--- src/rtl/mips_mem_pkg.sv ---
`default_nettype none

package mips_mem_pkg;

    localparam int DATA_W     = 32;
    localparam int REG_ADDR_W = 5;
    localparam int RAM_ADDR_W = 8;              // word address, 256 words
    localparam int RAM_DEPTH  = 1 << RAM_ADDR_W;

    // memory operation carried down the pipe, op_none is a plain alu result
    typedef enum logic [3:0] {
        op_none = 4'd0,
        op_lw   = 4'd1,
        op_lb   = 4'd2,
        op_lbu  = 4'd3,
        op_lh   = 4'd4,
        op_lhu  = 4'd5,
        op_lwl  = 4'd6,
        op_lwr  = 4'd7,
        op_sw   = 4'd8,
        op_sb   = 4'd9,
        op_sh   = 4'd10,
        op_swl  = 4'd11,
        op_swr  = 4'd12
    } mem_op_t;

    typedef logic [4:0] exc_code_t;

    localparam exc_code_t exc_none = 5'd0;
    localparam exc_code_t exc_adel = 5'd4;      // load address error
    localparam exc_code_t exc_ades = 5'd5;      // store address error

    function automatic logic is_load(mem_op_t op);
        return op inside {op_lw, op_lb, op_lbu, op_lh, op_lhu, op_lwl, op_lwr};
    endfunction

    function automatic logic is_store(mem_op_t op);
        return op inside {op_sw, op_sb, op_sh, op_swl, op_swr};
    endfunction

    // halfword accesses need an even address
    function automatic logic is_half(mem_op_t op);
        return op inside {op_lh, op_lhu, op_sh};
    endfunction

    // only lw and sw need full word alignment, lwl/lwr/swl/swr never fault
    function automatic logic is_word(mem_op_t op);
        return op inside {op_lw, op_sw};
    endfunction

endpackage

`default_nettype wire

--- src/rtl/mem_stage.sv ---
`timescale 1ns/100ps
`default_nettype none

module mem_stage import mips_mem_pkg::*; (
    input  wire logic                  clk,
    input  wire logic                  reset,
    // from es_stage
    input  wire logic                  es_to_ms_valid,
    output logic                       ms_allowin,
    input  wire mem_op_t               es_to_ms_op,
    input  wire logic [DATA_W-1:0]     es_to_ms_alu_result,
    input  wire logic [DATA_W-1:0]     es_to_ms_rt_value,
    input  wire logic [REG_ADDR_W-1:0] es_to_ms_dest,
    input  wire logic                  es_to_ms_gr_we,
    input  wire logic [DATA_W-1:0]     es_to_ms_pc,
    input  wire logic                  es_to_ms_ex,
    input  wire exc_code_t             es_to_ms_exc_code,
    // held ram read data
    input  wire logic [DATA_W-1:0]     data_rdata,
    input  wire logic                  ws_allowin,
    input  wire logic                  flush,
    output logic                       ms_ex,
    // to wb_stage
    output logic                       ms_to_ws_valid,
    output logic [DATA_W-1:0]          ms_to_ws_pc,
    output logic [REG_ADDR_W-1:0]      ms_to_ws_dest,
    output logic                       ms_to_ws_gr_we,
    output logic [DATA_W-1:0]          ms_to_ws_result,
    output logic                       ms_to_ws_ex,
    output exc_code_t                  ms_to_ws_exc_code
);

    logic              ms_valid;
    mem_op_t           ms_op;
    logic [DATA_W-1:0] ms_alu_result;
    logic [DATA_W-1:0] ms_rt_value;
    logic              ms_gr_we;
    logic [1:0]        lane;
    logic [7:0]        load_byte;
    logic [15:0]       load_half;
    logic [DATA_W-1:0] merge_lwl;
    logic [DATA_W-1:0] merge_lwr;
    logic [DATA_W-1:0] load_data;

    assign ms_allowin     = !ms_valid || ws_allowin;
    assign ms_to_ws_valid = ms_valid;
    assign ms_ex          = ms_valid && ms_to_ws_ex;

    always_ff @(posedge clk) begin
        if (reset || flush) begin
            ms_valid <= 1'b0;
        end else if (ms_allowin) begin
            ms_valid <= es_to_ms_valid;
        end
    end

    always_ff @(posedge clk) begin
        if (es_to_ms_valid && ms_allowin) begin
            ms_op             <= es_to_ms_op;
            ms_alu_result     <= es_to_ms_alu_result;
            ms_rt_value       <= es_to_ms_rt_value;
            ms_gr_we          <= es_to_ms_gr_we;
            ms_to_ws_pc       <= es_to_ms_pc;
            ms_to_ws_dest     <= es_to_ms_dest;
            ms_to_ws_ex       <= es_to_ms_ex;
            ms_to_ws_exc_code <= es_to_ms_exc_code;
        end
    end

    assign lane = ms_alu_result[1:0];

    always_comb begin
        case (lane)
            2'd0:    load_byte = data_rdata[7:0];
            2'd1:    load_byte = data_rdata[15:8];
            2'd2:    load_byte = data_rdata[23:16];
            default: load_byte = data_rdata[31:24];
        endcase
    end

    assign load_half = lane[1] ? data_rdata[31:16] : data_rdata[15:0];

    // lwl fills rt from the top, lwr from the bottom
    assign merge_lwl = (lane == 2'd0) ? {data_rdata[7:0],  ms_rt_value[23:0]} :
                       (lane == 2'd1) ? {data_rdata[15:0], ms_rt_value[15:0]} :
                       (lane == 2'd2) ? {data_rdata[23:0], ms_rt_value[7:0]}  :
                                        data_rdata;
    assign merge_lwr = (lane == 2'd0) ? data_rdata :
                       (lane == 2'd1) ? {ms_rt_value[31:24], data_rdata[31:8]}  :
                       (lane == 2'd2) ? {ms_rt_value[31:16], data_rdata[31:16]} :
                                        {ms_rt_value[31:8],  data_rdata[31:24]};

    always_comb begin
        case (ms_op)
            op_lb:   load_data = {{24{load_byte[7]}}, load_byte};
            op_lbu:  load_data = {24'd0, load_byte};
            op_lh:   load_data = {{16{load_half[15]}}, load_half};
            op_lhu:  load_data = {16'd0, load_half};
            op_lwl:  load_data = merge_lwl;
            op_lwr:  load_data = merge_lwr;
            default: load_data = data_rdata;        // lw
        endcase
    end

    assign ms_to_ws_result = is_load(ms_op) ? load_data : ms_alu_result;
    assign ms_to_ws_gr_we  = ms_gr_we && !ms_to_ws_ex;   // no rf write on exception

    // flushed ops must not reach wb
    a_flush_kills_ms: assert property (@(posedge clk) disable iff (reset)
        flush |=> !ms_to_ws_valid);

endmodule

`default_nettype wire

--- config.mk ---
export PLATFORM = sky130hd
export DESIGN_NAME = mem_stage
export DESIGN_NICKNAME = d
export VERILOG_FILES = /design/src/rtl/mips_mem_pkg.sv /design/src/rtl/mem_stage.sv
export SDC_FILE = /design/constraint.sdc
export NUM_CORES = 1
export LEC_CHECK = 0
export BUFFER_PORTS_ARGS = -buffer_cell sky130_fd_sc_hd__buf_4
export CORE_ASPECT_RATIO = 1.2
export CORE_MARGIN = 5
export CORE_UTILIZATION = 49
export CTS_CLUSTER_SIZE = 8
export DETAILED_ROUTE_END_ITERATION = 8
export PLACE_DENSITY = 0.77
export SYNTH_ARGS = -nofsm -noshare
export SYNTH_HDL_FRONTEND = slang
export SYNTH_SLANG_ARGS = --single-unit
--- constraint.sdc ---
create_clock -name clk -period 5.15 [get_ports clk]
set_input_delay 0.7725 -clock clk [delete_from_list [all_inputs] [get_ports clk]]
set_output_delay 0.7725 -clock clk [all_outputs]
set_load 0.01 [all_outputs]
==> impl_metrics.env <==
export IMPL_tritoncts="yes"
export IMPL_ir_drop_v=0.000236
export IMPL_nNetsFinal=806
export IMPL_cts_setup_buffers=0
export IMPL_fin_tns_setup_ps=0
export IMPL_cp_data_required_time_ps=4380
export IMPL_wire_per_inst_um=22.1
export IMPL_r2r_cells=3
export IMPL_drt_iter0_drc=516
export IMPL_yosysSeqAreaShare_pct=57.5
export IMPL_cts_made_buffers=17
export IMPL_post_route_cell_area_sq_mm=0.00822
export IMPL_startpoint_type="flip-flop"
export IMPL_worst_path_max_delay_cell="a21oi_2"
export IMPL_clk_path_buf_depth=2
export IMPL_wl_mm=18.3
export IMPL_setup_viol=0
export IMPL_die_w_um=110
export IMPL_cts_max_level=4
export IMPL_detailed_place_hpwl_mm=13.3
export IMPL_yosys_top_cells_count="edfxtp_1, nor2_1, mux2i_1"
export IMPL_syn_area_sq_mm=0.00588
export IMPL_ctsHoldBuffers=0
export IMPL_area_growth_pct=39.7
export IMPL_path_buf_inv=1
export IMPL_power_density_mw_per_mm2=328
export IMPL_grt_max_degree=66
export IMPL_n_fill_cell=833
export IMPL_path_cells="or3b_1 > o31ai_4 > a21oi_2 > a221oi_1 > buf_4"
export IMPL_yosysTopAreaCell="edfxtp_1"
export IMPL_cts_num_sinks=113
export IMPL_dpl_cell_area_sq_mm=0.00764
export IMPL_drv_slew=0
export IMPL_crit_family="compound AO/OA/AOI/OAI gates"
export IMPL_synth_cell_types=50
export IMPL_worstSetupPathType="flip-flop to primary output"
export IMPL_cts_resized=0
export IMPL_crit_fanout=17
export IMPL_fmax_mhz=256
export IMPL_die_h_um=130
export IMPL_ant_nets=0
export IMPL_n_antenna_cell=0
export IMPL_synthArstFlopShare_pct=0
export IMPL_drc_errors=0
export IMPL_multi_input_area_sq_mm=0.00230
export IMPL_r2r_slack_ps=2900
export IMPL_rows=43
export IMPL_synth_most_common_cell="edfxtp_1"
export IMPL_synth_edff_count=112
export IMPL_worstHoldStart="flush"
export IMPL_ios=228
export IMPL_root_buffer="clkbuf_16"
export IMPL_grt_first_pass_wirelength_mm=27.4
export IMPL_synth_seq_cells=113
export IMPL_initial_core_util_pct=50.4
export IMPL_grt_pass1_vias=4954
export IMPL_rsz0062_at_grt="no"
export IMPL_antenna_found_initial=0
export IMPL_seq_area_sq_mm=0.00338
export IMPL_netlist_instances=441
export IMPL_r2r_end="ms_to_ws_pc[28]"
export IMPL_yosys_warnings=0
export IMPL_synthTopCellsByArea="edfxtp_1, mux2i_1, mux4_2, nor2_1, a221oi_2"
export IMPL_status="complete, no violations"
export IMPL_clkTransAtPathRegs_ps=50
export IMPL_maxCapViolations=0
export IMPL_vias_per_cell=5.91
export IMPL_post_route_period_util_pct=76.0
export IMPL_clock_latency_ps=410
export IMPL_first_pass_iters=5
export IMPL_max_stage_delay_ps=850
export IMPL_maxSlewHeadroom_pct=22.1
export IMPL_vias=4878
export IMPL_grtUsageTotal_pct=25.9
export IMPL_port_buffers=227
export IMPL_dieArea_sq_mm=0.0143
export IMPL_avgSynthCellArea_sq_um=13.3
export IMPL_synth_top_cell_area_share_pct=57.2
export IMPL_setup_worst_path_end_class="primary output"
export IMPL_hold_end="ms_to_ws_valid"
export IMPL_hold_violations=0
export IMPL_drive_gt1_share_pct=47.0
export IMPL_worstHoldPathCells=2
export IMPL_ys_flop_type="edfxtp_1"
export IMPL_period_minus_slack_ps=3910
export IMPL_worst_slew_pin_slew_ps=1170
export IMPL_p_leak_nw=3.31
export IMPL_skew_ps=5.34
export IMPL_grt_ovfl_total=0
export IMPL_core_sq_mm=0.0117
export IMPL_crit_arrival_ps=3140
export IMPL_min_path_type="input pin to flip-flop"
export IMPL_regToRegStartpoint="ms_to_ws_valid"
export IMPL_syn_num_nets=590
export IMPL_gp_congestion=0.838
==> flip-flops by register name, indices dropped and copies added (netlist names) <==
| signal | flops |
|---|---|
| ms_to_ws_ex | 1 |
| ms_gr_we | 1 |
| ms_rt_value | 32 |
| ms_to_ws_dest | 5 |
| ms_to_ws_exc_code | 5 |
| ms_op | 4 |
| ms_to_ws_pc | 32 |
| ms_alu_result | 32 |
| ms_to_ws_valid | 1 |
==> final cells by class <==
class	count	area share, %
clock buffer	18	5.22
clock inverter	12	1.75
inverter	1	0.0457
multi-input combinational	290	28.0
sequential	113	41.2
tap	157	2.39
timing repair buffer	234	21.4
==> cells in the final DEF (no fill, tap or decap), types with 10 or more instances in the layout <==
cell type and instances:
a21oi_1 14, a221oi_1 11, a221oi_2 10, a22oi_1 15, buf_4 234, clkbuf_16 17
edfxtp_1 112, mux2_2 12, mux2i_1 41, mux4_2 15, nand2_1 22, nor2_1 46
o21ai_0 26
==> worst max path at each step <==
| stage | endpoint | from | cells past startpoint |
|---|---|---|---|
| 3_3_place_gp | ms_to_ws_result[20] | data_rdata[31] | 5 |
| 6_report | ms_to_ws_result[18] | ms_op[3] | 5 |
| 4_1_cts | ms_to_ws_result[19] | ms_op[3] | 5 |
| 3_5_place_dp | ms_to_ws_result[19] | data_rdata[31] | 5 |
| 5_1_grt | ms_to_ws_result[18] | ms_op[3] | 5 |
| 2_1_floorplan | ms_alu_result[0] | ws_allowin | 2 |
==> per-layer routing <==
layer	share of wire, %	track usage [%]	vias up
met4	1.2	8.66	0
met2	49	40.2	295
li1	-	-	2194
met1	38	34.3	2370
met5	0	0	-
met3	12	8.61	19
==> power by group <==
group	switching [mW]	internal, mW
registers	0.0254	1.08
logic	0.221	0.224
clock network	0.399	0.748
==> cell families (layout without fill, tap and decap cells) <==
family | count (synthesis) | count (layout) | synth area share (%)
AO/OA/AOI/OAI | 119 | 119 | 15.5
flip-flops | 113 | 113 | 57.5
AND/OR/NAND/NOR | 103 | 103 | 8.51
multiplexers | 68 | 68 | 15.0
buffers and inverters | 38 | 265 | 3.51
==> per-stage QoR <==
stage / worst slack (ps) / hold slack [ps] / utilization [%] / std cells / power, mW
5_1_grt: 1110 / 507 / 70.4 / 825 / 2.79
2_1_floorplan: 1090 / 609 / - / 441 / 1.34
3_3_place_gp: 1610 / 543 / 65.5 / 795 / 1.55
3_5_place_dp: 1560 / 573 / 65.5 / 795 / 1.56
4_1_cts: 1280 / 499 / 70.4 / 825 / 2.71
6_report: 1240 / 514 / 70.4 / 825 / 2.69
Note: power is estimated with default switching activity, not from simulation.
