### src/rtl/mips_mem_pkg.sv
`default_nettype none

package mips_mem_pkg;

    localparam int DATA_W     = 32;
    localparam int REG_ADDR_W = 5;
    localparam int RAM_ADDR_W = 8;              // word address, 256 words
    localparam int RAM_DEPTH  = 1 << RAM_ADDR_W;

    // memory operation carried down the pipe, op_none is a plain alu result
    typedef enum logic [3:0] {
        op_none = 4'd0,
        op_lw   = 4'd1,
        op_lb   = 4'd2,
        op_lbu  = 4'd3,
        op_lh   = 4'd4,
        op_lhu  = 4'd5,
        op_lwl  = 4'd6,
        op_lwr  = 4'd7,
        op_sw   = 4'd8,
        op_sb   = 4'd9,
        op_sh   = 4'd10,
        op_swl  = 4'd11,
        op_swr  = 4'd12
    } mem_op_t;

    typedef logic [4:0] exc_code_t;

    localparam exc_code_t exc_none = 5'd0;
    localparam exc_code_t exc_adel = 5'd4;      // load address error
    localparam exc_code_t exc_ades = 5'd5;      // store address error

    function automatic logic is_load(mem_op_t op);
        return op inside {op_lw, op_lb, op_lbu, op_lh, op_lhu, op_lwl, op_lwr};
    endfunction

    function automatic logic is_store(mem_op_t op);
        return op inside {op_sw, op_sb, op_sh, op_swl, op_swr};
    endfunction

    // halfword accesses need an even address
    function automatic logic is_half(mem_op_t op);
        return op inside {op_lh, op_lhu, op_sh};
    endfunction

    // only lw and sw need full word alignment, lwl/lwr/swl/swr never fault
    function automatic logic is_word(mem_op_t op);
        return op inside {op_lw, op_sw};
    endfunction

endpackage

`default_nettype wire

### src/rtl/es_stage.sv
`timescale 1ns/100ps
`default_nettype none

module es_stage import mips_mem_pkg::*; (
    input  wire logic                  clk,
    input  wire logic                  reset,
    // upstream handshake and payload
    input  wire logic                  in_valid,
    output logic                       in_ready,
    input  wire mem_op_t               in_op,
    input  wire logic [DATA_W-1:0]     in_alu_result,
    input  wire logic [DATA_W-1:0]     in_rt_value,
    input  wire logic [REG_ADDR_W-1:0] in_dest,
    input  wire logic                  in_gr_we,
    input  wire logic [DATA_W-1:0]     in_pc,
    input  wire logic                  in_ex,
    input  wire exc_code_t             in_exc_code,
    // older stages
    input  wire logic                  ms_allowin,
    input  wire logic                  ms_ex,
    input  wire logic                  ws_ex,
    input  wire logic                  flush,
    // to mem_stage
    output logic                       es_to_ms_valid,
    output mem_op_t                    es_to_ms_op,
    output logic [DATA_W-1:0]          es_to_ms_alu_result,
    output logic [DATA_W-1:0]          es_to_ms_rt_value,
    output logic [REG_ADDR_W-1:0]      es_to_ms_dest,
    output logic                       es_to_ms_gr_we,
    output logic [DATA_W-1:0]          es_to_ms_pc,
    output logic                       es_to_ms_ex,
    output exc_code_t                  es_to_ms_exc_code,
    // data ram request
    output logic                       sram_en,
    output logic [3:0]                 sram_wen,
    output logic [RAM_ADDR_W-1:0]      sram_addr,
    output logic [DATA_W-1:0]          sram_wdata
);

    logic              es_valid;
    logic              es_allowin;
    logic              in_addr_err;
    logic              store_block;
    logic [1:0]        lane;
    logic [3:0]        store_wen;
    logic [DATA_W-1:0] store_wdata;

    assign es_allowin     = !es_valid || ms_allowin;
    assign in_ready       = es_allowin && !flush;
    assign es_to_ms_valid = es_valid;

    // alignment check on the incoming address
    assign in_addr_err = (is_half(in_op) && in_alu_result[0])
                      || (is_word(in_op) && in_alu_result[1:0] != 2'b00);

    always_ff @(posedge clk) begin
        if (reset || flush) begin
            es_valid <= 1'b0;
        end else if (es_allowin) begin
            es_valid <= in_valid;
        end
    end

    always_ff @(posedge clk) begin
        if (in_valid && in_ready) begin
            es_to_ms_op         <= in_op;
            es_to_ms_alu_result <= in_alu_result;
            es_to_ms_rt_value   <= in_rt_value;
            es_to_ms_dest       <= in_dest;
            es_to_ms_gr_we      <= in_gr_we;
            es_to_ms_pc         <= in_pc;
            es_to_ms_ex         <= in_ex || in_addr_err;
            if (in_ex) begin
                es_to_ms_exc_code <= in_exc_code;   // upstream exception wins
            end else if (in_addr_err) begin
                es_to_ms_exc_code <= is_store(in_op) ? exc_ades : exc_adel;
            end else begin
                es_to_ms_exc_code <= exc_none;
            end
        end
    end

    assign lane = es_to_ms_alu_result[1:0];

    // little endian byte lanes
    always_comb begin
        store_wen   = 4'b0000;
        store_wdata = es_to_ms_rt_value;
        case (es_to_ms_op)
            op_sb: begin
                store_wen   = 4'b0001 << lane;
                store_wdata = {4{es_to_ms_rt_value[7:0]}};
            end
            op_sh: begin
                store_wen   = lane[1] ? 4'b1100 : 4'b0011;
                store_wdata = {2{es_to_ms_rt_value[15:0]}};
            end
            op_sw: store_wen = 4'b1111;
            op_swl: begin                               // high bytes of rt to low lanes
                store_wen   = 4'b1111 >> ~lane;
                store_wdata = es_to_ms_rt_value >> {~lane, 3'b000};
            end
            op_swr: begin
                store_wen   = 4'b1111 << lane;
                store_wdata = es_to_ms_rt_value << {lane, 3'b000};
            end
            default: store_wen = 4'b0000;
        endcase
    end

    // an older excepting op in ms or wb kills the store
    assign store_block = es_to_ms_ex || ms_ex || ws_ex;

    assign sram_en    = es_valid && ms_allowin && !flush;
    assign sram_wen   = (sram_en && !store_block) ? store_wen : 4'b0000;
    assign sram_addr  = es_to_ms_alu_result[RAM_ADDR_W+1:2];
    assign sram_wdata = store_wdata;

    // no write from an excepting op, nor in the cycle wb retires an exception
    a_no_bad_write: assert property (@(posedge clk) disable iff (reset)
        (sram_wen != 4'b0000) |-> (!es_to_ms_ex && !flush));

endmodule

`default_nettype wire

### config.mk
export PLATFORM = sky130hd
export DESIGN_NAME = es_stage
export DESIGN_NICKNAME = d
export VERILOG_FILES = /design/src/rtl/mips_mem_pkg.sv /design/src/rtl/es_stage.sv
export SDC_FILE = /design/constraint.sdc
export NUM_CORES = 1
export LEC_CHECK = 0
export BUFFER_PORTS_ARGS = -buffer_cell sky130_fd_sc_hd__buf_2
export CELL_PAD_IN_SITES_DETAIL_PLACEMENT = 0
export CELL_PAD_IN_SITES_GLOBAL_PLACEMENT = 1
export CORE_MARGIN = 1.5
export CORE_UTILIZATION = 37
export CTS_CLUSTER_DIAMETER = 80
export DETAILED_ROUTE_END_ITERATION = 7
export GPL_TIMING_DRIVEN = 0
export PLACE_DENSITY_LB_ADDON = 0.08
export REMOVE_ABC_BUFFERS = 1
export SETUP_SLACK_MARGIN = 0.2
export SLEW_MARGIN = 20
export SYNTH_ARGS = -nofsm -noshare
export SYNTH_HDL_FRONTEND = slang
export SYNTH_SLANG_ARGS = --single-unit
### constraint.sdc
create_clock -name clk -period 11.6 [get_ports clk]
set_clock_uncertainty 0.05 [all_clocks]
set_input_delay 2.32 -clock clk [delete_from_list [all_inputs] [get_ports clk]]
set_output_delay 2.32 -clock clk [all_outputs]
set_load 0.03 [all_outputs]
==> summary.md <==
| Metric | Value |
|---|---|
| Part of the cycle the worst path needs | 50.7% |
| Remaining global-route overflow | 0 |
| Async SR Flop Fraction | 0% |
| Residual DRC | 0 |
| Num rows | 42 |
| Number of standard cells after synthesis | 369 |
| Unrepaired setup endpoints after global routing | false |
| Root buf cell | sky130_fd_sc_hd__clkbuf_16 |
| Post-CTS Resized | 0 |
| Die Outline Area | 14,600 um^2 |
| Final std cell area, no fill | 7280 um^2 |
| Synthesis-stage register bit count | 113 |
| CTS tree | built |
| Largest net degree at the start of global routing | 47 |
| WL per Instance | 19.3 um |
| Fraction of layout instances using a drive strength above 1 | 49.8% |
| Number of hold violations in the final report | 0 |
| Detail Placement HPWL | 11.4 mm |
| Post-synth cell types | 51 |
| Syn. warnings | 0 |
| Leakage power total | 3.11 nW |
| Clock-pin transition on the worst setup and hold timing paths | 0.05 ns |
| Number of global-route vias before repair | 4,347 |
| Total negative setup slack | 0 ns |
| Signed area change from the synthesized netlist to the final layout | 42.1% |
| Crit path capture type | output port |
| Routed via count | 4,266 |
| Worst ir drop on vdd | 0.100 mV |
| Final Routed Wirelength | 16.0 mm |
| Starting Density | 38.4% |
| Number of search-and-repair iterations in the first detailed-routing pass | 5 |
| Fraction of the yosys area taken by sequential cells | 66.1% |
| Initial antenna violation count | 2 |
| Final weighted congestion in routability-driven placement | 0.811 |
| Std-Cell Core Area | 13,300 um^2 |
| Slew at the pin closest to its max-slew limit | 1.16 ns |
| X dimension of the die | 121 um |
| Run status | finished clean |
| Average size of a mapped cell | 13.9 um^2 |
| Boundary Pins | 278 |
| Type of origin of the critical path | register |
| MaxCap Viol Count | 0 |
| Global-route wire length before repair | 23.7 mm |
| Post-detailed-route count of antenna-violating nets | 0 |
| Count of flip-flops with a built-in enable after synthesis | 112 |
| Count of nets after finishing | 757 |
| Critical path arrival | 3.51 ns |
| Post-synthesis cell area | 5120 um^2 |
| Inserted Clock Buffers | 17 |
| Post-CTS setup buffers | 0 |
| Num Clock Sinks | 113 |
| Type of the worst setup path | reg -> out |
| Peak fanout along the critical path | 32 |
| Hold-fix buffer count after cts | 0 |
| Overall die height | 121 um |
| F_max | 0.170 GHz |
| Global router's overall resource usage | 21.8% |
| Buffers on Ports | 277 |
| Clock period minus final worst setup slack | 5.88 ns |
| Iteration-0 DRC count of the detailed router | 360 |
| Skew-Pair Late Insertion Delay | 0.41 ns |
| Maximum clock insertion buffer count | 2 |
| Tightest slew margin relative to the limit | 22.4% |
| Required time reported for the critical path endpoint | 9.23 ns |
| Clock H-tree levels | 4 |
| Top_reg_cell synth | sky130_fd_sc_hd__edfxtp_1 |
| Number of pins with negative max-slew slack in the final report | 0 |
| Ratio of total power to cell area | 163 nW/um^2 |
| Cell area after placement | 6630 um^2 |
| Vias per Instance | 5.15 |
| Hold WC Path Type | reg -> reg |
| Setup violations, final | 0 |
[logic make-up after synthesis]
logic type | share of synthesized area, %
mux | 5.16
buf+inv | 3.79
fa+ha+maj | 0.196
flops | 66.1
simple gates | 8.48
compound gates | 16.3
[cells in the final DEF, fill, tap and decap left out, drive strengths merged, types with 8 or more instances in the layout]
| master | n |
|---|---|
| a21oi | 12 |
| nand2b | 10 |
| edfxtp | 112 |
| a22oi | 20 |
| o2bb2ai | 13 |
| o21ai | 20 |
| nor2 | 13 |
| mux2i | 14 |
| clkinv | 8 |
| nor2b | 10 |
| buf | 282 |
| clkbuf | 18 |
| a221o | 11 |
| nand2 | 25 |
| mux2 | 11 |
[sequential cells by signal, indices dropped and copies added (netlist names)]
| signal | count |
|---|---|
| es_to_ms_exc_code | 5 |
| es_to_ms_gr_we | 1 |
| es_to_ms_valid | 1 |
| es_to_ms_alu_result | 32 |
| es_to_ms_rt_value | 32 |
| es_to_ms_pc | 32 |
| es_to_ms_dest | 5 |
| es_to_ms_op | 4 |
| es_to_ms_ex | 1 |
[cell type report]
cell class	count	area, um^2
Fill cell	1225	6070
Sequential cell	113	3380
Multi-Input combinational cell	221	1560
Timing Repair Buffer	282	1470
Clock buffer	18	429
Tap cell	176	220
Clock inverter	13	193
Inverter	3	11.3
Antenna cell	2	5.00
[layer usage]
layer	GRT usage (%)	wire length [um]	vias to the layer above
li1	-	-	1990
met1	24.6	6030	2009
met2	35.7	7970	225
met3	8.16	1410	42
met4	12.0	560	0
met5	0	0	-
[per-stage QoR]
step	utilization (%)	std cells	power (mW)	worst slack, ns	hold slack [ns]
2_1_floorplan	-	337	0.583	5.59	0.683
3_3_place_gp	49.0	790	0.642	4.91	0.549
3_5_place_dp	49.7	794	0.644	5.79	0.571
4_1_cts	54.3	825	1.20	5.78	0.583
5_1_grt	54.5	828	1.22	5.55	0.648
6_report	54.5	828	1.19	5.72	0.585
[power by group]
part	total (mW)	leakage (nW)	switching [mW]	internal, mW
clock	0.551	0.304	0.175	0.376
sequential	0.485	1.06	0.0137	0.471
combinational	0.151	1.75	0.0993	0.0517
[critical path, cell delays in order (launching register included)]
cell,delay [ns]
sky130_fd_sc_hd__edfxtp_1,0.99
sky130_fd_sc_hd__nand2b_1,0.66
sky130_fd_sc_hd__or2_0,0.57
sky130_fd_sc_hd__o21bai_4,0.27
sky130_fd_sc_hd__a221o_1,0.41
sky130_fd_sc_hd__buf_2,0.18
[path summary, 6_finish.rpt]
kind / start / endpoint / slack [ns] / cells after the start
setup reg to reg: es_to_ms_valid / es_to_ms_rt_value[18] / 9.61 / 5
hold / removal: es_to_ms_valid / es_to_ms_valid / 0.58 / 3
setup / recovery: es_to_ms_op[2] / sram_wdata[27] / 5.72 / 5
hold reg to reg: es_to_ms_valid / es_to_ms_valid / 0.58 / 3
[Yosys cell counts (all sizes together) (2+ instances only)]
cell | n | area, um^2
or2 | 2 | 12.5
mux2i | 14 | 140
o21bai | 2 | 26.3
a21o | 4 | 30.0
clkbuf | 9 | 33.8
nor2b | 10 | 62.6
o211ai | 4 | 30.0
mux2 | 11 | 124
and2 | 7 | 43.8
buf | 23 | 149
edfxtp | 112 | 3360
nand2b | 10 | 62.6
a211oi | 3 | 22.5
o2bb2ai | 13 | 114
o22ai | 6 | 37.5
nor2 | 13 | 48.8
nand2 | 25 | 93.8
o21ai | 20 | 100
nor3 | 2 | 10.0
inv | 3 | 11.3
nand4 | 4 | 25.0
a221o | 11 | 110
a22oi | 20 | 150
a22o | 7 | 61.3
a21boi | 2 | 15.0
a21oi | 12 | 60.1
o21a | 4 | 37.5
a31oi | 2 | 12.5
(Power assumes the default switching activity.)
