### config.mk
export PLATFORM = sky130hd
export DESIGN_NAME = wb_stage
export DESIGN_NICKNAME = d
export VERILOG_FILES = /design/src/rtl/mips_mem_pkg.sv /design/src/rtl/wb_stage.sv
export SDC_FILE = /design/constraint.sdc
export NUM_CORES = 1
export LEC_CHECK = 0
export BUFFER_PORTS_ARGS = -buffer_cell sky130_fd_sc_hd__buf_4
export CAP_MARGIN = 20
export CORE_MARGIN = 3
export CORE_UTILIZATION = 44
export DETAILED_ROUTE_END_ITERATION = 8
export PLACE_DENSITY_LB_ADDON = 0.12
export SYNTH_ARGS = -nofsm -noshare
export SYNTH_HDL_FRONTEND = slang
export SYNTH_SLANG_ARGS = --single-unit
export TNS_END_PERCENT = 5
### constraint.sdc
create_clock -name clk -period 8.33 [get_ports clk]
set_clock_uncertainty 0.1 [all_clocks]
set_input_delay 0.4165 -clock clk [delete_from_list [all_inputs] [get_ports clk]]
set_output_delay 0.4165 -clock clk [all_outputs]
set_load 0.01 [all_outputs]
### src/rtl/mips_mem_pkg.sv
`default_nettype none

package mips_mem_pkg;

    localparam int DATA_W     = 32;
    localparam int REG_ADDR_W = 5;
    localparam int RAM_ADDR_W = 8;              // word address, 256 words
    localparam int RAM_DEPTH  = 1 << RAM_ADDR_W;

    // memory operation carried down the pipe, op_none is a plain alu result
    typedef enum logic [3:0] {
        op_none = 4'd0,
        op_lw   = 4'd1,
        op_lb   = 4'd2,
        op_lbu  = 4'd3,
        op_lh   = 4'd4,
        op_lhu  = 4'd5,
        op_lwl  = 4'd6,
        op_lwr  = 4'd7,
        op_sw   = 4'd8,
        op_sb   = 4'd9,
        op_sh   = 4'd10,
        op_swl  = 4'd11,
        op_swr  = 4'd12
    } mem_op_t;

    typedef logic [4:0] exc_code_t;

    localparam exc_code_t exc_none = 5'd0;
    localparam exc_code_t exc_adel = 5'd4;      // load address error
    localparam exc_code_t exc_ades = 5'd5;      // store address error

    function automatic logic is_load(mem_op_t op);
        return op inside {op_lw, op_lb, op_lbu, op_lh, op_lhu, op_lwl, op_lwr};
    endfunction

    function automatic logic is_store(mem_op_t op);
        return op inside {op_sw, op_sb, op_sh, op_swl, op_swr};
    endfunction

    // halfword accesses need an even address
    function automatic logic is_half(mem_op_t op);
        return op inside {op_lh, op_lhu, op_sh};
    endfunction

    // only lw and sw need full word alignment, lwl/lwr/swl/swr never fault
    function automatic logic is_word(mem_op_t op);
        return op inside {op_lw, op_sw};
    endfunction

endpackage

`default_nettype wire

### src/rtl/wb_stage.sv
`timescale 1ns/100ps
`default_nettype none

module wb_stage import mips_mem_pkg::*; (
    input  wire logic                  clk,
    input  wire logic                  reset,
    // from mem_stage
    input  wire logic                  ms_to_ws_valid,
    output logic                       ws_allowin,
    input  wire logic [DATA_W-1:0]     ms_to_ws_pc,
    input  wire logic [REG_ADDR_W-1:0] ms_to_ws_dest,
    input  wire logic                  ms_to_ws_gr_we,
    input  wire logic [DATA_W-1:0]     ms_to_ws_result,
    input  wire logic                  ms_to_ws_ex,
    input  wire exc_code_t             ms_to_ws_exc_code,
    output logic                       ws_ex,
    output logic                       flush,
    // commit ports
    output logic                       commit_valid,
    input  wire logic                  commit_ready,
    output logic [DATA_W-1:0]          commit_pc,
    output logic [REG_ADDR_W-1:0]      commit_dest,
    output logic                       commit_we,
    output logic [DATA_W-1:0]          commit_data,
    output logic                       commit_ex,
    output exc_code_t                  commit_exc_code
);

    logic ws_valid;

    assign ws_allowin   = !ws_valid || commit_ready;
    assign commit_valid = ws_valid;
    assign ws_ex        = ws_valid && commit_ex;
    assign flush        = ws_ex && commit_ready;    // excepting entry retires

    always_ff @(posedge clk) begin
        if (reset) begin
            ws_valid <= 1'b0;
        end else if (ws_allowin) begin
            ws_valid <= ms_to_ws_valid && !flush;   // younger op dies with the flush
        end
    end

    always_ff @(posedge clk) begin
        if (ms_to_ws_valid && ws_allowin) begin
            commit_pc       <= ms_to_ws_pc;
            commit_dest     <= ms_to_ws_dest;
            commit_we       <= ms_to_ws_gr_we;
            commit_data     <= ms_to_ws_result;
            commit_ex       <= ms_to_ws_ex;
            commit_exc_code <= ms_to_ws_exc_code;
        end
    end

    a_commit_hold: assert property (@(posedge clk) disable iff (reset)
        (commit_valid && !commit_ready) |=> (commit_valid
            && $stable({commit_pc, commit_dest, commit_we, commit_data,
                        commit_ex, commit_exc_code})));

endmodule

`default_nettype wire

==> reports/qor.txt, run 1 <==
Status = finished clean
Tightest Hold Check Type = input port to flip-flop
CTS clock-pin slew for the worst setup and hold paths = 70 ps
First-pass GRT wire length = 6.79 mm
Clock Path Buffers = 2
Initial antenna violation count = 0
Post-Synth Adder-Cell Area = 0
DRT Wirelength = 4.82 mm
Critical path's largest stage delay = 750 ps
F_max = 0.582 GHz
Syn Area/Cell = 28.4 um^2
WP data arrival = 1570 ps
Total number of vias = 1,405
Starting Density = 0.458
# clock sinks = 77
Residual DRC count = 0
Crit path kind = flip-flop to flip-flop
Diode count = 0
DR iter-0 viols = 49
Worst-Skew Late Latency = 320 ps
Setup Viol. Count Final = 0
FP Rows = 26
Die width = 79.2 um
Crit-path cells = nand2b_4 > and2_4
Combinational family with the most area after synthesis = simple AND/OR/NAND/NOR gates
Worst-margin pin slew = 928 ps
Top-area cell type share of the netlist area = 0.969
Critical path's top delay family = simple AND/OR/NAND/NOR gates
Met3 wire length = 615 um
CTS tree = yes
Top Layer Used = met4
Period minus WS final = 1720 ps
Overall routing resource usage = 0.152
Yosys reg bits = 77
DR WL met2 = 2.59 mm
Overflow after GRT = 0
Post-synthesis simple-gate area fraction = 0.0175
Max-cap violations = 0
Synth warn = 0
CP bufs+invs = 0
Largest net degree at the start of global routing = 77
Slew margin rel. = 0.381
Via density = 4.30
Vias in the first global route = 1,406
WL met1 = 1.49 mm
Count of cell types in the netlist = 8
Post-synthesis mux area share = 0
H-tree levels = 3
Wire per inst = 14.7 um
Post-Route Setup TNS = 0 ps
Layout cells sized above 1 = 0.673
Synth Area in Compound Gates = 0.00531
Syn_nets = 163
Finished Cell Area = 0.00379 mm^2
Final-stage net count = 333
Postcts setup bufs = 0
Top cells by area, synth = edfxtp_1 (97%), dfxtp_1 (0.85%), nand2b_4 (0.58%)
Data required, critical path = 8180 ps
Sequential share of the synthesized area = 0.977
Fin crit share = 0.206
Final slew viol count = 0
Layout area overhead = 60.8%
Setup crit end kind = flip-flop
CTS resizes = 0
Static Leak = 1.61 nW
Most common cell after layout, fill and taps aside = buf_4
CTS root buffer = clkbuf_8
Area of the mapped netlist = 0.00236 mm^2
Synthesized instance count = 83
Antenna-violating nets left = 0
CP Launch Type = flip-flop
Port bufs = 159
Slowest CP cell = and2_4
Number of primary I/O pins = 160
Final hold vios = 0
Drt first pass iters = 3
Biggest area consumer among synthesized cells = edfxtp_1
Die area = 0.00627 mm^2
CTS Buf Count = 9
Hold-fix buffers at CTS = 0
Maximum vdd drop = 0.130 mV
RSZ-0062 raised after global routing = no
Placed Area = 0.00364 mm^2
Die Y-Extent = 79.2 um
Placer Congestion = 0.744
Most frequent cells in the layout = buf_4 (159), edfxtp_1 (76), clkbuf_8 (9)
PwrDens = 202 mW/mm^2
Synth Area in XOR/XNOR = 0
Area of the core = 0.00514 mm^2
CP max FO = 76
==> state kept, by name (all words and copies together), names as in the netlist <==
signal and flops:
commit_data 32, commit_pc 32, commit_dest 5, commit_exc_code 5, commit_ex 1, commit_valid 1
commit_we 1
==> Yosys cell counts <==
| library cell | number |
|---|---|
| and2_4 | 1 |
| and3_1 | 1 |
| nand2b_1 | 1 |
| and2_1 | 1 |
| o22ai_2 | 1 |
| nand2b_4 | 1 |
| dfxtp_1 | 1 |
| edfxtp_1 | 76 |
==> final cells by class <==
type                    instances  area (um^2)
flip-flops and latches         77         2300
fillers                       349         1350
repair buffers                159         1190
clock buffers                  11          131
well taps                      70         87.6
multi-input cells               6         56.3
clock inverters                 4         16.3
==> per-layer routing <==
layer  GRT usage  vias up
met5           0        -
met4      0.0979        0
met3      0.0771       11
met2       0.264       89
met1       0.137      634
li1            -      671
==> power by group <==
group	internal [mW]	total, mW	switching [mW]
sequential	0.455	0.461	0.00636
combinational	0.0511	0.0865	0.0354
clock	0.103	0.219	0.116
total	0.609	0.766	0.157
==> logic make-up after synthesis <==
family,Yosys count
AND/OR/NAND/NOR,5
flip-flops,77
AO/OA/AOI/OAI,1
==> final timing paths <==
kind / start / end / slack [ps] / cells after the start
worst min-delay path: ms_to_ws_pc[17] / commit_pc[17] / 160 / 1
worst min register to register: commit_valid / commit_valid / 470 / 2
worst max-delay path: commit_valid / commit_ex / 6610 / 2
worst max register to register: commit_valid / commit_ex / 6610 / 2
==> per-stage QoR <==
stage / cells / setup slack [ps] / power, mW / util / hold WS, ps
CTS: 327 / 6600 / 0.774 / 0.737 / 148
floorplan: 83 / 5450 / 0.493 / - / 415
finish: 327 / 6610 / 0.766 / 0.737 / 164
global placement: 312 / 6420 / 0.556 / 0.708 / 437
detailed placement: 312 / 6410 / 0.558 / 0.708 / 463
global route: 327 / 6500 / 0.798 / 0.737 / 139
No activity file was read; power rests on OpenSTA's default activity.
==> inputs of run 2 (changes only) <==
- ABC_AREA: default -> 1
- CORE_UTILIZATION: 44 -> 36
- clock period: 8.33 -> 1.5 ns (I/O delays scaled with it)
==> run 2 against run 1 <==
  * Fmax grew 21%
  * Count of clock-buffer cells in the layout is the same
  * Combinational power grew to 7.7 times the previous value
  * Flip-flop and latch count is the same
  * Wire length grew 30%
  * Register-to-register slack lost 6500 ps
  * Hold slack gained 97 ps
  * First-iteration DRC count grew 100%
  * Total power grew to 6.5 times the previous value
  * Global-route usage grew 1.7 points
  * Synthesized cell count grew 2.4%
  * Highest routed layer unchanged
==> reports/qor.txt, run 2 <==
CP Launch Type = flip-flop
Combinational share of power = 0.134 (+0.021)
Top FF cell, synth = edfxtp_1
F_max = 0.703 GHz (+21%)
Count of cell types in the netlist = 8 (unchanged)
Cell with the most instances after synthesis = edfxtp_1
Synthesized instance count = 85 (+2.4%)
Number of primary I/O pins = 160 (unchanged)
Largest net degree at the start of global routing = 48 (-38%)
Sequential Power Share = 0.510 (-0.091)
WP data arrival = 1590 ps (+20 ps)
Data required, critical path = 1670 ps (-6510 ps)
Most common cell after layout, fill and taps aside = buf_4
Crit-path cells = nand2_1 > nand2_1 > a21oi_2 > dlygate4sd3_1
Most used cell, CP = nand2_1
Design Power = 5.01 mW (+550%)
Slew margin rel. = 0.830 (+0.449)
Antenna-violating nets left = 0 (unchanged)
Worst-margin pin slew = 255 ps (-674 ps)
Post-layout util = 0.771 (+0.0341)
Vias in the first global route = 1,863 (+33%)
CTS tree = yes
H-tree levels = 3 (unchanged)
PwrDens = 1070 mW/mm^2 (+430%)
Crit path kind = flip-flop to flip-flop
Final slew viol count = 0 (unchanged)
CP max FO = 3 (-96%)
CTS Buf Count = 9 (unchanged)
Syn_nets = 165 (+1.2%)
Via density = 4.27 (-0.64%)
Wire per inst = 15.0 um (+2.0%)
Worst-Skew Late Latency = 330 ps (about the same)
Setup crit end kind = flip-flop
Status = finished clean
Clock Path Buffers = 2 (unchanged)
Starting Density = 0.384 (-0.0743)
CP bufs+invs = 1 (+1)
Final hold vios = 0 (unchanged)
Yosys reg bits = 77 (unchanged)
Post-synth top cells = edfxtp_1 (76), nand2_1 (3)
Biggest area consumer among synthesized cells = edfxtp_1
Die area = 0.00751 mm^2 (+20%)
Clock Power Share = 0.356 (+0.070)
Setup Viol. Count Final = 0 (unchanged)
Switching power = 0.966 mW (+510%)
DR iter-0 viols = 100 (+100%)
Placed Area = 0.00368 mm^2 (+1.1%)
CTS clock-pin slew for the worst setup and hold paths = 70 ps (about the same)
Ys async rst share = 0 (unchanged)
Top cells by area, synth = edfxtp_1 (97%), dfxtp_1 (0.86%), nand2_1 (0.48%)
Layout cells sized above 1 = 0.525 (-0.148)
Most frequent cells in the layout = buf_4 (160), dlygate4sd3_1 (78), edfxtp_1 (76)
Residual DRC count = 0 (unchanged)
Overall routing resource usage = 0.169 (+0.0166)
Hpwl dp = 3.98 mm
DRT Wirelength = 6.26 mm (+30%)
RSZ-0062 raised after global routing = no
Period minus WS final = 1420 ps (-296 ps)
Drt first pass iters = 4 (+1)
Finished Cell Area = 0.00470 mm^2 (+24%)
P_int = 4.04 mW (+560%)
Area of the core = 0.00610 mm^2 (+19%)
Die width = 86.6 um (+9.4%)
Slowest CP cell = dlygate4sd3_1
Layout area overhead = 101%
EDFF count, synth = 76 (unchanged)
Synth warn = 0 (unchanged)
FP Rows = 28 (+7.7%)
Die Y-Extent = 86.6 um (+9.4%)
Critical path's largest stage delay = 540 ps (-210 ps)
Diode count = 0 (unchanged)
Overflow after GRT = 0 (unchanged)
Max-cap violations = 0 (unchanged)
Total number of vias = 1,776 (+26%)
CTS root buffer = clkbuf_8
Sw Share = 0.193 (-0.0124)
Initial antenna violation count = 0 (unchanged)
CTS resizes = 0 (unchanged)
Area of the mapped netlist = 0.00234 mm^2 (-0.64%)
Top-area cell type share of the netlist area = 0.975 (+0.00621)
Largest registers = commit_data (32), commit_pc (32)
# clock sinks = 77 (unchanged)
Maximum vdd drop = 0.812 mV (+520%)
Port bufs = 159 (unchanged)
Final-stage net count = 416 (+25%)
Syn Area/Cell = 27.5 um^2 (-3.0%)
First-pass GRT wire length = 9.29 mm (+37%)
Placer Congestion = 0.656 (-12%)
Static Leak = 2.01 nW (+24%)
Tightest Hold Check Type = input port to flip-flop
Sequential share of the synthesized area = 0.983 (+0.00627)
Critical path's top delay family = buffers and inverters
Fin crit share = 0.948 (+0.742)
run 2: changes by cell type after synthesis, sizes merged:
cell	before	now
and3	1	0
o22ai	1	0
nand2b	2	0
nor2	0	1
a21oi	0	1
inv	0	2
nand2	0	3
and2	2	0
a21boi	0	1
run 2: cell type report:
| type | instances | area (um^2) |
|---|---|---|
| Sequential cell | 77 | 2300 |
| Inverter | 2 | 7.51 |
| Multi-Input combinational cell | 6 | 42.5 |
| Clock buffer | 11 | 131 |
| Timing Repair Buffer | 240 | 2020 |
| Clock inverter | 5 | 98.8 |
| Fill cell | 369 | 1400 |
| Tap cell | 75 | 93.8 |
run 2: logic make-up (layout without fill, tap and decap cells):
kind of cell / after synthesis / in the layout / share of synthesized area
compound gates: 2 / 2 / 0.00695
buf+inv: 2 / 258 / 0.00320
flops: 77 / 77 / 0.983
simple gates: 4 / 4 / 0.00641
run 2: power groups by stage:
stage | clock network [mW] | logic [mW] | registers (mW)
3_5_place_dp | 0 | 0.500 | 2.60
5_1_grt | 1.93 | 0.713 | 2.56
4_1_cts | 1.83 | 0.667 | 2.55
2_1_floorplan | 0 | 0.0496 | 2.67
3_3_place_gp | 0 | 0.493 | 2.60
6_report | 1.78 | 0.668 | 2.55
run 2: path summary, 6_finish.rpt:
path	from	end	slack [ps]	cells past startpoint
max reg2reg	commit_ex	commit_valid	80	4
max	commit_ex	commit_valid	80	4
min reg2reg	commit_valid	commit_ex	710	2
min	ms_to_ws_valid	commit_ex	260	3
run 2: per-layer routing:
metal,routed length (um),vias up,track usage
li1,-,838,-
met1,2130,833,0.175
met2,3370,96,0.298
met3,645,9,0.0618
met4,107,0,0.0850
met5,0,-,0
run 2: repair_timing:
action / CTS / global route
setup endpoints to repair: 0 / 1
hold buffers: 78 / 0
buffers inserted: 0 / 1
endpoints found under the hold margin: 77 / 0
run 2: worst register-to-register path, stage by stage (launching register included):
cell and delay, ps:
edfxtp_1 400, nand2_1 140, nand2_1 80, a21oi_2 110, dlygate4sd3_1 540
run 2: through the flow:
stage	TNS (ps)	setup slack (ps)	hold slack [ps]	std cells
finish	0	77.4	260	416
global route	0	10.1	254	416
CTS	0	97.8	242	415
detailed placement	0	221	125	321
global placement	0	232	127	321
floorplan	-50340	-662	30.1	85
==> inputs of run 3 (changes only) <==
- REMOVE_ABC_BUFFERS: default -> 1
==> run 3 against run 2 <==
  * Utilization is 0.90 points lower
  * First-iteration DRC count is 8.0% lower
  * Count of clock-buffer cells in the layout shrank 1
  * Die area stayed put
  * Fmax is 1.1% lower
  * Global-route usage increased by 1.6 points
  * Setup slack lost 17 ps
  * Largest cell class unchanged
==> reports/qor.txt, run 3 (synthesis gave the netlist of run 2 again) <==
Antenna-violating nets left = 0 (unchanged)
Residual DRC count = 0 (unchanged)
Clock Path Buffers = 2 (unchanged)
Overall routing resource usage = 0.184 (+0.0155)
Crit path kind = flip-flop to flip-flop
H-tree levels = 3 (unchanged)
Static Leak = 1.98 nW (-1.1%)
F_max = 0.695 GHz (-1.1%)
Setup Viol. Count Final = 0 (unchanged)
Area of the core = 0.00610 mm^2 (unchanged)
Status = finished clean
Overflow after GRT = 0 (unchanged)
Most common cell after layout, fill and taps aside = buf_4
Endpoint, Worst Hold = commit_pc[22]
Largest registers = commit_data (32), commit_pc (32)
Starting Density = 0.384 (unchanged)
Setup crit end kind = flip-flop
CTS tree = yes
Reg2reg end = commit_valid
Layout cells sized above 1 = 0.524 (-0.00140)
Vias in the first global route = 2,013 (+8.1%)
Final hold vios = 0 (unchanged)
CP max FO = 4 (+1)
CTS clock-pin slew for the worst setup and hold paths = 70 ps (about the same)
Wire per inst = 16.5 um (+9.6%)
Reg-to-reg slack, setup = 60 ps (-20 ps)
Total number of vias = 1,773 (-0.17%)
WP data arrival = 1550 ps (-40 ps)
# clock sinks = 77 (unchanged)
Number of primary I/O pins = 160 (unchanged)
Period minus WS final = 1440 ps (+16.5 ps)
Hold Startpoint = commit_ready
Fin crit share = 0.959 (+0.0110)
Data required, critical path = 1610 ps (-60 ps)
RSZ-0062 raised after global routing = no
DR iter-0 viols = 92 (-8.0%)
Worst-margin pin slew = 239 ps (-15.6 ps)
Port bufs = 159 (unchanged)
First-pass GRT wire length = 10.1 mm (+8.8%)
Slowest CP cell = dlygate4sd3_1
Hold Path Depth = 4 (+1)
Die area = 0.00751 mm^2 (unchanged)
Layout area overhead = 98.4%
Die Y-Extent = 86.6 um (unchanged)
Max-cap violations = 0 (unchanged)
Via density = 4.26 (-0.17%)
Critical path's top delay family = buffers and inverters
Initial antenna violation count = 1 (+1)
Final slew viol count = 0 (unchanged)
Finished Cell Area = 0.00464 mm^2 (-1.2%)
Crit-path cells = nand2_1 > nand2_1 > a21oi_2 > dlygate4sd3_1
R2r worst-path depth = 4 (unchanged)
Final-stage net count = 415 (-0.24%)
Drt first pass iters = 4 (unchanged)
Fill cell count = 373 (+1.1%)
CP bufs+invs = 1 (unchanged)
Die width = 86.6 um (unchanged)
Slew margin rel. = 0.841 (+0.0104)
Tightest Hold Check Type = input port to flip-flop
CTS root buffer = clkbuf_8
Placed Area = 0.00368 mm^2 (about the same)
Most used cell, CP = nand2_1
PwrDens = 1010 mW/mm^2 (-5.5%)
Hpwl dp = 4.04 mm (+1.6%)
Worst-Skew Late Latency = 320 ps (about the same)
Largest net degree at the start of global routing = 46 (-4.2%)
DRT Wirelength = 6.86 mm (+9.6%)
FP Rows = 28 (unchanged)
Placer Congestion = 0.661 (+0.78%)
FF-to-FF Start = commit_valid
Maximum vdd drop = 0.785 mV (-3.3%)
CTS Buf Count = 9 (unchanged)
CP Launch Type = flip-flop
Critical path's largest stage delay = 540 ps (about the same)
Design Power = 4.68 mW (-6.6%)
Most frequent cells in the layout = buf_4 (159), dlygate4sd3_1 (78), edfxtp_1 (76)
## run 3: cell types whose count changed in the layout (fill, tap and decap cells not counted)
cell	previous run	this run
clkinv_2	1	4
bufinv_16	3	1
buf_4	160	159
clkbuf_1	2	1
dfxtp_1	0	1
dfxtp_2	1	0
diode_2	0	1
## run 3: metal layers
metal	part of all wire	track usage	routed length [um]	vias up
li1	-	-	-	838
met4	0.023	0.0907	159	0
met5	0	0	0	-
met1	0.34	0.185	2320	809
met2	0.52	0.328	3600	112
met3	0.11	0.0741	781	14
## run 3: worst max-delay path by stage
| stage | startpoint | end | slack, ps | depth (start not counted) |
|---|---|---|---|---|
| floorplan | commit_valid | commit_data[0] | -5120 | 1 |
| global placement | commit_valid | commit_data[8] | 220 | 2 |
| detailed placement | commit_valid | commit_data[15] | 200 | 2 |
| CTS | commit_valid | commit_valid | 60 | 4 |
| global route | commit_valid | commit_valid | 3 | 4 |
| finish | commit_valid | commit_valid | 60 | 4 |
## run 3: metrics by stage
stage / TNS, ps / hold WS, ps / worst slack [ps] / std cells / util
floorplan: -388850 / 37.4 / -5120 / 85 / -
global placement: 0 / 132 / 225 / 321 / 0.604
detailed placement: 0 / 134 / 201 / 321 / 0.604
CTS: 0 / 251 / 59.8 / 415 / 0.761
global route: 0 / 250 / 2.94 / 416 / 0.762
finish: 0 / 262 / 60.8 / 416 / 0.762
## run 3: power breakdown
group          leakage [nW]  total, mW  switching [mW]  internal (mW)
clock network        0.0972       1.45           0.699          0.753
registers             0.744       2.56          0.0411           2.52
logic                  1.14      0.668           0.244          0.424
total                  1.98       4.68           0.985           3.69
## run 3: area by class of cell
cell class              count  area (um^2)  share of cell area
flip-flops and latches     77         2300               0.496
repair buffers            239         2010               0.434
clock buffers              10          128              0.0275
well taps                  75         93.8              0.0202
clock inverters             6         53.8              0.0116
multi-input cells           6         42.5             0.00916
inverters                   2         7.51             0.00162
diodes                      1         2.50            0.000539
## run 3: worst register-to-register path: stages (launching register included)
cell,delay (ps)
dfxtp_1,430
nand2_1,120
nand2_1,90
a21oi_2,50
dlygate4sd3_1,540
## run 3: timing repair
action                                 in CTS  in global routing
endpoints found under the hold margin      77                  0
buffers inserted                            0                  0
hold buffers                               78                  0
setup endpoints to repair                   0                  0
resized for setup                           0                  0
